$ cat src/design/rv32e_pkg.sv
////////////////////////////////////////////////////////////
// shared definitions for the RV32E integer core
// opcode and funct encodings, CSR addresses, the instruction
// union and the decode and retire records
// every design file refers to these by scoped name
////////////////////////////////////////////////////////////

`default_nettype none

package rv32e_pkg;

    localparam int gpr_num = 16;
    localparam int csr_num = 4;

    localparam logic [31:0] mstatus_reset = 32'h0000_1800;   // MPP = machine

    // major opcodes
    localparam logic [6:0] op_reg    = 7'b0110011;
    localparam logic [6:0] op_imm    = 7'b0010011;
    localparam logic [6:0] op_lui    = 7'b0110111;
    localparam logic [6:0] op_system = 7'b1110011;

    // funct3, integer ops
    localparam logic [2:0] f3_add = 3'b000;   // add, sub, addi
    localparam logic [2:0] f3_sll = 3'b001;
    localparam logic [2:0] f3_slt = 3'b010;
    localparam logic [2:0] f3_xor = 3'b100;
    localparam logic [2:0] f3_srl = 3'b101;
    localparam logic [2:0] f3_or  = 3'b110;
    localparam logic [2:0] f3_and = 3'b111;

    // funct3, Zicsr
    localparam logic [2:0] f3_csrrw = 3'b001;
    localparam logic [2:0] f3_csrrs = 3'b010;

    localparam logic [6:0] f7_base = 7'b0000000;
    localparam logic [6:0] f7_alt  = 7'b0100000;   // sub

    localparam logic [11:0] csr_addr_mstatus = 12'h300;
    localparam logic [11:0] csr_addr_mtvec   = 12'h305;
    localparam logic [11:0] csr_addr_mepc    = 12'h341;
    localparam logic [11:0] csr_addr_mcause  = 12'h342;

    // slot of each CSR inside the register file
    localparam logic [1:0] csr_idx_mstatus = 2'd0;
    localparam logic [1:0] csr_idx_mtvec   = 2'd1;
    localparam logic [1:0] csr_idx_mepc    = 2'd2;
    localparam logic [1:0] csr_idx_mcause  = 2'd3;

    typedef enum logic [3:0] {
        alu_add, alu_sub, alu_and, alu_or, alu_xor,
        alu_slt, alu_sll, alu_srl, alu_pass_b
    } alu_op_t;

    typedef enum logic [1:0] {csr_none, csr_rw, csr_set} csr_op_t;

    typedef struct packed {
        logic [6:0] funct7;
        logic [4:0] rs2;
        logic [4:0] rs1;
        logic [2:0] funct3;
        logic [4:0] rd;
        logic [6:0] opcode;
    } r_fmt_s;

    typedef struct packed {
        logic [11:0] imm12;   // also the CSR address
        logic [4:0]  rs1;
        logic [2:0]  funct3;
        logic [4:0]  rd;
        logic [6:0]  opcode;
    } i_fmt_s;

    typedef union packed {
        r_fmt_s r;
        i_fmt_s i;
    } inst_u;

    typedef struct packed {
        logic [3:0]  rs1;
        logic [3:0]  rs2;
        logic [3:0]  rd;
        logic [31:0] imm;
        alu_op_t     alu_op;
        logic        use_imm;
        logic        gpr_we;
        csr_op_t     csr_op;
        logic [1:0]  csr_idx;
        logic        illegal;
    } dec_s;

    typedef struct packed {
        logic [3:0]  rd;
        logic [31:0] data;
        logic        gpr_we;
        logic        illegal;
    } retire_s;

endpackage

`default_nettype wire

$ cat src/design/inst_decode.sv
////////////////////////////////////////////////////////////
// instruction decoder
// turns one instruction word into the decoded control record
// and flags anything outside the supported RV32E subset
////////////////////////////////////////////////////////////

`timescale 1ns/1ps
`default_nettype none

module inst_decode (
    input  rv32e_pkg::inst_u inst,
    output rv32e_pkg::dec_s  dec
);

    always_comb begin
        dec         = '0;
        dec.rs1     = inst.r.rs1[3:0];
        dec.rs2     = inst.r.rs2[3:0];
        dec.rd      = inst.r.rd[3:0];
        dec.alu_op  = rv32e_pkg::alu_add;
        dec.csr_op  = rv32e_pkg::csr_none;

        case (inst.r.opcode)
            rv32e_pkg::op_reg: begin
                dec.gpr_we = 1'b1;
                case ({inst.r.funct7, inst.r.funct3})
                    {rv32e_pkg::f7_base, rv32e_pkg::f3_add}: dec.alu_op = rv32e_pkg::alu_add;
                    {rv32e_pkg::f7_alt,  rv32e_pkg::f3_add}: dec.alu_op = rv32e_pkg::alu_sub;
                    {rv32e_pkg::f7_base, rv32e_pkg::f3_and}: dec.alu_op = rv32e_pkg::alu_and;
                    {rv32e_pkg::f7_base, rv32e_pkg::f3_or}:  dec.alu_op = rv32e_pkg::alu_or;
                    {rv32e_pkg::f7_base, rv32e_pkg::f3_xor}: dec.alu_op = rv32e_pkg::alu_xor;
                    {rv32e_pkg::f7_base, rv32e_pkg::f3_slt}: dec.alu_op = rv32e_pkg::alu_slt;
                    {rv32e_pkg::f7_base, rv32e_pkg::f3_sll}: dec.alu_op = rv32e_pkg::alu_sll;
                    {rv32e_pkg::f7_base, rv32e_pkg::f3_srl}: dec.alu_op = rv32e_pkg::alu_srl;
                    default: dec.illegal = 1'b1;   // sltu, sra, M ext
                endcase
                if (inst.r.rs1[4] || inst.r.rs2[4] || inst.r.rd[4])
                    dec.illegal = 1'b1;
            end
            rv32e_pkg::op_imm: begin
                dec.gpr_we  = 1'b1;
                dec.use_imm = 1'b1;
                dec.imm     = {{20{inst.i.imm12[11]}}, inst.i.imm12};
                case (inst.i.funct3)
                    rv32e_pkg::f3_add: dec.alu_op = rv32e_pkg::alu_add;
                    rv32e_pkg::f3_and: dec.alu_op = rv32e_pkg::alu_and;
                    rv32e_pkg::f3_or:  dec.alu_op = rv32e_pkg::alu_or;
                    rv32e_pkg::f3_xor: dec.alu_op = rv32e_pkg::alu_xor;
                    default: dec.illegal = 1'b1;
                endcase
                if (inst.i.rs1[4] || inst.i.rd[4])
                    dec.illegal = 1'b1;
            end
            rv32e_pkg::op_lui: begin
                dec.gpr_we  = 1'b1;
                dec.use_imm = 1'b1;
                dec.alu_op  = rv32e_pkg::alu_pass_b;
                dec.rs1     = 4'd0;   // upper bits are immediate here
                dec.imm     = {inst.i.imm12, inst.i.rs1, inst.i.funct3, 12'h000};
                if (inst.i.rd[4])
                    dec.illegal = 1'b1;
            end
            rv32e_pkg::op_system: begin
                dec.gpr_we = 1'b1;   // rd gets the old CSR value
                case (inst.i.funct3)
                    rv32e_pkg::f3_csrrw: dec.csr_op = rv32e_pkg::csr_rw;
                    rv32e_pkg::f3_csrrs: dec.csr_op = rv32e_pkg::csr_set;
                    default:             dec.illegal = 1'b1;   // ecall, ebreak, csr*i
                endcase
                case (inst.i.imm12)
                    rv32e_pkg::csr_addr_mstatus: dec.csr_idx = rv32e_pkg::csr_idx_mstatus;
                    rv32e_pkg::csr_addr_mtvec:   dec.csr_idx = rv32e_pkg::csr_idx_mtvec;
                    rv32e_pkg::csr_addr_mepc:    dec.csr_idx = rv32e_pkg::csr_idx_mepc;
                    rv32e_pkg::csr_addr_mcause:  dec.csr_idx = rv32e_pkg::csr_idx_mcause;
                    default:                     dec.illegal = 1'b1;
                endcase
                if (inst.i.rs1[4] || inst.i.rd[4])
                    dec.illegal = 1'b1;
            end
            default: dec.illegal = 1'b1;
        endcase
    end

endmodule

`default_nettype wire

$ cat src/design/reg_file.sv
////////////////////////////////////////////////////////////
// RV32E register file
// sixteen GPRs and the four machine CSRs, read combinationally
// and written on the rising clock edge
// x0 is never written so it always reads zero
////////////////////////////////////////////////////////////

`timescale 1ns/1ps
`default_nettype none

module reg_file (
    input  wire logic        clk,
    input  wire logic        rst,
    input  wire logic [3:0]  rs1,
    input  wire logic [3:0]  rs2,
    input  wire logic [1:0]  csr_idx,
    output logic      [31:0] rs1_data,
    output logic      [31:0] rs2_data,
    output logic      [31:0] csr_data,
    input  wire logic        gpr_we,
    input  wire logic        csr_we,
    input  wire logic [3:0]  rd,
    input  wire logic [31:0] wdata,
    input  wire logic [31:0] csr_wdata,
    output logic             range_err
);

    logic [31:0] gpr [rv32e_pkg::gpr_num];
    logic [31:0] csr [rv32e_pkg::csr_num];   // mstatus, mtvec, mepc, mcause

    always_ff @(posedge clk) begin
        if (rst) begin
            for (int i = 0; i < rv32e_pkg::gpr_num; i++) begin
                gpr[i] <= 32'h0;
            end
            for (int i = 0; i < rv32e_pkg::csr_num; i++) begin
                csr[i] <= 32'h0;
            end
            csr[rv32e_pkg::csr_idx_mstatus] <= rv32e_pkg::mstatus_reset;
        end else begin
            if (gpr_we && rd != 4'd0) // x0 stays at zero
                gpr[rd] <= wdata;
            if (csr_we)
                csr[csr_idx] <= csr_wdata;
        end
    end

    assign rs1_data = gpr[rs1];
    assign rs2_data = gpr[rs2];
    assign csr_data = csr[csr_idx];

    // write aimed past the end of either array
    assign range_err = (gpr_we && int'(rd) >= rv32e_pkg::gpr_num) ||
                       (csr_we && int'(csr_idx) >= rv32e_pkg::csr_num);

endmodule

`default_nettype wire

$ cat src/design/alu_execute.sv
////////////////////////////////////////////////////////////
// combinational ALU
// operand a is rs1, operand b is rs2 or the decoded immediate
// result feeds the result stage in the same cycle
////////////////////////////////////////////////////////////

`timescale 1ns/1ps
`default_nettype none

module alu_execute (
    input  rv32e_pkg::dec_s  dec,
    input  wire logic [31:0] rs1_data,
    input  wire logic [31:0] rs2_data,
    output logic      [31:0] alu_out
);

    logic [31:0] op_b;
    logic [4:0]  shamt;

    assign op_b  = dec.use_imm ? dec.imm : rs2_data;
    assign shamt = op_b[4:0];   // only low five bits count

    always_comb begin
        case (dec.alu_op)
            rv32e_pkg::alu_add:    alu_out = rs1_data + op_b;
            rv32e_pkg::alu_sub:    alu_out = rs1_data - op_b;
            rv32e_pkg::alu_and:    alu_out = rs1_data & op_b;
            rv32e_pkg::alu_or:     alu_out = rs1_data | op_b;
            rv32e_pkg::alu_xor:    alu_out = rs1_data ^ op_b;
            rv32e_pkg::alu_slt:    alu_out = {31'd0, $signed(rs1_data) < $signed(op_b)};
            rv32e_pkg::alu_sll:    alu_out = rs1_data << shamt;
            rv32e_pkg::alu_srl:    alu_out = rs1_data >> shamt;
            rv32e_pkg::alu_pass_b: alu_out = op_b;   // lui
            default:               alu_out = 32'h0;
        endcase
    end

endmodule

`default_nettype wire

$ cat src/design/result_stage.sv
////////////////////////////////////////////////////////////
// result stage
// picks the rd data, builds the new CSR value, drives the
// register file write enables and registers the retire record
////////////////////////////////////////////////////////////

`timescale 1ns/1ps
`default_nettype none

module result_stage (
    input  wire logic         clk,
    input  wire logic         rst,
    input  wire logic         inst_valid,
    input  rv32e_pkg::dec_s   dec,
    input  wire logic [31:0]  alu_out,
    input  wire logic [31:0]  rs1_data,
    input  wire logic [31:0]  csr_data,
    input  wire logic         range_err,
    output logic              gpr_we,
    output logic              csr_we,
    output logic      [31:0]  wdata,
    output logic      [31:0]  csr_wdata,
    output logic              retire_valid,
    output rv32e_pkg::retire_s retire
);

    logic is_csr;
    logic commit;
    logic bad;

    assign is_csr = dec.csr_op != rv32e_pkg::csr_none;
    assign commit = inst_valid && !dec.illegal;

    assign gpr_we    = commit && dec.gpr_we;
    assign csr_we    = commit && is_csr;
    assign wdata     = is_csr ? csr_data : alu_out;   // CSR ops return the old value
    assign csr_wdata = (dec.csr_op == rv32e_pkg::csr_set) ? (csr_data | rs1_data) : rs1_data;

    assign bad = dec.illegal || range_err;

    always_ff @(posedge clk) begin
        if (rst) begin
            retire_valid   <= 1'b0;
            retire.gpr_we  <= 1'b0;
            retire.illegal <= 1'b0;
        end else begin
            retire_valid <= inst_valid;
            if (inst_valid) begin
                retire.gpr_we  <= gpr_we && !range_err;
                retire.illegal <= bad;
            end
        end
    end

    // payload
    always_ff @(posedge clk) begin
        if (inst_valid) begin
            retire.rd   <= dec.rd;
            retire.data <= bad ? 32'h0 : wdata;
        end
    end

endmodule

`default_nettype wire

$ cat src/design/rv32e_core.sv
////////////////////////////////////////////////////////////
// top level of the RV32E integer core
// one instruction per cycle on inst_valid, result retired
// one cycle later on retire_valid, no back-pressure
////////////////////////////////////////////////////////////

`timescale 1ns/1ps
`default_nettype none

module rv32e_core (
    input  wire logic          clk,
    input  wire logic          rst,
    input  wire logic          inst_valid,
    input  rv32e_pkg::inst_u   inst,
    output logic               retire_valid,
    output rv32e_pkg::retire_s retire
);

    rv32e_pkg::dec_s dec;

    logic [31:0] rs1_data;
    logic [31:0] rs2_data;
    logic [31:0] csr_data;
    logic [31:0] alu_out;
    logic [31:0] wdata;
    logic [31:0] csr_wdata;
    logic        gpr_we;
    logic        csr_we;
    logic        range_err;

    inst_decode decode0 (
        .inst (inst),
        .dec  (dec)
    );

    reg_file regs0 (
        .clk       (clk),
        .rst       (rst),
        .rs1       (dec.rs1),
        .rs2       (dec.rs2),
        .csr_idx   (dec.csr_idx),
        .rs1_data  (rs1_data),
        .rs2_data  (rs2_data),
        .csr_data  (csr_data),
        .gpr_we    (gpr_we),
        .csr_we    (csr_we),
        .rd        (dec.rd),
        .wdata     (wdata),
        .csr_wdata (csr_wdata),
        .range_err (range_err)
    );

    alu_execute alu0 (
        .dec      (dec),
        .rs1_data (rs1_data),
        .rs2_data (rs2_data),
        .alu_out  (alu_out)
    );

    result_stage result0 (
        .clk          (clk),
        .rst          (rst),
        .inst_valid   (inst_valid),
        .dec          (dec),
        .alu_out      (alu_out),
        .rs1_data     (rs1_data),
        .csr_data     (csr_data),
        .range_err    (range_err),
        .gpr_we       (gpr_we),
        .csr_we       (csr_we),
        .wdata        (wdata),
        .csr_wdata    (csr_wdata),
        .retire_valid (retire_valid),
        .retire       (retire)
    );

endmodule

`default_nettype wire

$ cat config.mk
export PLATFORM = sky130hd
export DESIGN_NAME = rv32e_core
export DESIGN_NICKNAME = d
export VERILOG_FILES = /design/src/design/rv32e_pkg.sv /design/src/design/inst_decode.sv /design/src/design/reg_file.sv /design/src/design/alu_execute.sv /design/src/design/result_stage.sv /design/src/design/rv32e_core.sv
export SDC_FILE = /design/constraint.sdc
export NUM_CORES = 2
export LEC_CHECK = 0
export BUFFER_PORTS_ARGS = -buffer_cell sky130_fd_sc_hd__buf_2
export CAP_MARGIN = 10
export CELL_PAD_IN_SITES_DETAIL_PLACEMENT = 0
export CELL_PAD_IN_SITES_GLOBAL_PLACEMENT = 1
export CORE_UTILIZATION = 45
export CTS_BUF_LIST = sky130_fd_sc_hd__clkbuf_16
export DETAILED_ROUTE_END_ITERATION = 6
export PLACE_DENSITY_LB_ADDON = 0.1
export REMOVE_ABC_BUFFERS = 1
export SYNTH_ARGS = -nofsm -noshare
export SYNTH_HDL_FRONTEND = slang
export SYNTH_SLANG_ARGS = --single-unit
$ cat constraint.sdc
create_clock -name clk -period 12.07 [get_ports clk]
set_input_delay 3.0175 -clock clk [delete_from_list [all_inputs] [get_ports clk]]
set_output_delay 3.0175 -clock clk [all_outputs]
set_load 0.01 [all_outputs]
==> key figures <==
STA
  • # setup viols final: 0
  • Fin Setup TNS: 0 ps
  • Pins Over Slew Limit: 0
  • Fin Clk Skew: 36.9 ps
  • Setup ws final: 1760 ps
  • Worst-Margin Slew: 1360 ps
  • RSZ-0062 raised after global routing: false
  • Slew HR: 9.16%
  • Period utilization: 85.4%
  • Final hold vios: 0
  • FMAX: 0.0970 GHz
  • Fin crit period: 10,310 ps

Clocking
  • Post-CTS resize count: 0
  • Hold-fix buffers at CTS: 0
  • CTS tree: yes
  • Post-CTS Setup Inserts: 0
  • Clock Latency Late Sink: 700 ps
  • CTS Buffer Depth: 3
  • CTS clk-pin slew, worst paths: 60 ps
  • CTS root buf: clkbuf_16
  • CTS sink count: 679
  • CTS buffer count: 80
  • H-tree depth: 3

Power and ir drop
  • Power Density: 145 nW/um^2
  • Peak supply drop: 147 uV
  • Lkg Pwr: 18.0 nW

Floorplan
  • CORE AREA: 98,600 sq um
  • Die span in y: 318 um
  • Chip width: 318 um
  • Total die area: 101,000 sq um
  • Top-Level Pins: 74
  • Starting Density: 45.5%
  • Row cnt: 115

Drt
  • Final Routed Wirelength: 217 mm
  • Vias: 40.2k
  • DRC viols: 2
  • Via density: 7.05
  • Drt pass-1 iters: 7
  • Initial drt markers: 6,249
  • Routed Antenna Nets: 0
  • Drt wl/cell: 37.9 um

Worst hold path
  • Worst hold path class: reg2reg
  • Hold Startpoint: regs0.csr[0][11]$_SDFFE_PP1P_

Setup path
  • Critical path startpoint: inst[3]
  • Highest net fanout along the worst path: 18
  • Critical Path AT: 10,690 ps
  • Crit Path Class: in2reg
  • Worst r2r src: regs0.gpr[13][5]$_SDFFCE_PN0P_
  • Worst EP required: 12,450 ps
  • Critical Path Start Type: input pin
  • Worst setup EP type: register

Cells and area
  • Layout cell share with drive strength beyond 1: 17.0%
  • Area Growth Syn to Fin: 9.85%
  • Non-filler instance count after layout: 5,707
  • Post-route cell area: 49,200 sq um
  • Final nets: 4,493

Yosys
  • Mean Syn Cell Area: 10.2 sq um
  • Flops & latches, synth: 679
  • Synth unique cells: 109
  • Post-Syn Instances: 4,400
  • Post-synth top flop: edfxtp_1
  • Synthesized area: 44,800 sq um
  • Synth async-reset ratio: 0%
  • Post-synth EDFFs: 644
  • Seq/Total Area, Yosys: 44.7%
  • Yosys Warn Count: 0

Global route
  • First-pass GRT wire length: 299 mm
  • Largest net degree at the start of global routing: 61
  • Initial antenna violation count: 7
  • Grt ovf: 0
  • Global Route Usage Sum: 41.9%
  • Vias in the first global route: 38.1k

Placed design
  • GP Congestion: 1.06
  • PortBufs: 73
  • Area after DPL: 46,700 sq um
  • Post-DP HPWL: 146 mm
  • Dpl cells: 5,561
  • DP Worst Slack: 1450 ps

Job
  • Max Cap Viol: 0

Status
  • Failing checks: design-rule violations
  • Status: finished, violations left
==> worst max-delay path, stage by stage <==
cell and delay (ps):
buf_2 100, nand4b_1 590, buf_4 420, nor2_4 530
buf_4 370, a21oi_1 70, o21ai_1 190, o311ai_2 370
buf_4 320, ha_1 410, o21bai_1 210, o2bb2ai_1 140
a2111oi_0 770, a2111oi_2 250, buf_4 220, o41ai_1 690
a2111o_1 260, a21oi_1 150, a2111oi_0 360, o2111ai_1 240
o31ai_4 860, nor2_1 90
==> synthesized netlist by cell type, types with 12 or more instances <==
library cell | instances | area (sq um)
nand2b_1 | 40 | 250
clkbuf_1 | 206 | 773
and2_1 | 22 | 138
o22ai_1 | 36 | 225
and3_1 | 21 | 131
a22oi_1 | 27 | 203
or4_1 | 12 | 90.1
or2_2 | 21 | 131
mux2i_1 | 187 | 1870
a21oi_1 | 303 | 1520
nand2_1 | 226 | 848
buf_4 | 31 | 233
nand3_1 | 90 | 450
edfxtp_1 | 644 | 19300
a31oi_1 | 40 | 250
a211oi_1 | 75 | 563
inv_1 | 102 | 383
o211ai_1 | 102 | 766
nor2_1 | 779 | 2920
nand4_1 | 17 | 106
a221oi_1 | 54 | 473
o221ai_1 | 27 | 236
nor4_1 | 14 | 87.6
o31ai_1 | 15 | 113
a2bb2oi_1 | 12 | 105
nor3b_1 | 13 | 97.6
nor3_1 | 216 | 1080
mux2_2 | 111 | 1250
a221o_1 | 35 | 350
mux4_2 | 148 | 3330
nor2b_1 | 23 | 144
buf_2 | 109 | 546
a21o_1 | 37 | 278
buf_1 | 48 | 180
o2bb2ai_1 | 12 | 105
o21bai_1 | 13 | 97.6
dfxtp_1 | 35 | 701
a211o_1 | 35 | 307
ha_1 | 99 | 1240
o21ai_0 | 120 | 601
==> worst paths after layout <==
check,to,slack [ps],depth (start not counted)
worst max-delay path,regs0.gpr[9][19]$_SDFFCE_PN0P_,1760,22
worst min-delay path,regs0.csr[0][11]$_SDFFE_PP1P_,460,1
worst max register to register,regs0.gpr[9][19]$_SDFFCE_PN0P_,5080,17
worst min register to register,regs0.csr[0][11]$_SDFFE_PP1P_,460,1
==> kinds of logic (layout without fill, tap and decap cells) <==
logic type | Yosys count | in the layout | share of synthesized area, %
adders and majority gates | 101 | 101 | 2.85
and+or+nand+nor | 1539 | 1539 | 15.3
other | 1 | 36 | 0.00836
AOI/OAI and AO/OA | 1107 | 1107 | 17.4
xor gates and xnor gates | 13 | 13 | 0.254
DFF | 679 | 679 | 44.7
muxes | 448 | 448 | 14.4
buffers and inverters | 512 | 497 | 5.02
==> flip-flops by register name, summed over array words and instances (netlist names) <==
signal	cells
result0.retire_valid	1
regs0.csr	128
regs0.gpr	512
result0.retire	38
==> power breakdown <==
group / total, mW / leakage (nW) / switching [mW] / internal [mW]
sequential: 2.70 / 6.91 / 0.0428 / 2.66
clock: 2.38 / 1.29 / 1.04 / 1.34
combinational: 2.03 / 9.82 / 1.46 / 0.578
==> layout by cell type, fill, tap and decap left out, types with 99 or more instances in the layout <==
master | Yosys | final
a21oi_1 | 303 | 302
edfxtp_1 | 644 | 644
o211ai_1 | 102 | 102
ha_1 | 99 | 99
nand2_1 | 226 | 212
nor2_1 | 779 | 776
mux2_2 | 111 | 111
inv_1 | 102 | 116
mux2i_1 | 187 | 186
buf_4 | 31 | 176
nor3_1 | 216 | 216
mux4_2 | 148 | 148
o21ai_0 | 120 | 118
==> per-layer routing <==
layer | wire (um) | track usage (%)
met1 | 84000 | 56.1
met2 | 94400 | 63.3
met3 | 24300 | 9.02
met4 | 13900 | 23.4
met5 | 46 | 0
==> metrics by stage <==
step                hold WS (ps)  power, mW  util, %
floorplan                    431       3.80        -
finish                       461       7.12     50.0
global placement             441       4.69     47.4
detailed placement           452       4.68     47.4
global route                 498       7.27     50.0
CTS                          469       7.04     49.9
==> final cells by class <==
cell class | instances | area [sq um]
clock buffers | 82 | 2050
diodes | 4 | 10.0
inverters | 108 | 405
repair buffers | 248 | 1740
clock inverters | 59 | 489
fillers | 9134 | 49300
multi-input cells | 3240 | 22900
flip-flops and latches | 679 | 20000
well taps | 1287 | 1610
Note: power is estimated with default switching activity, not from simulation.
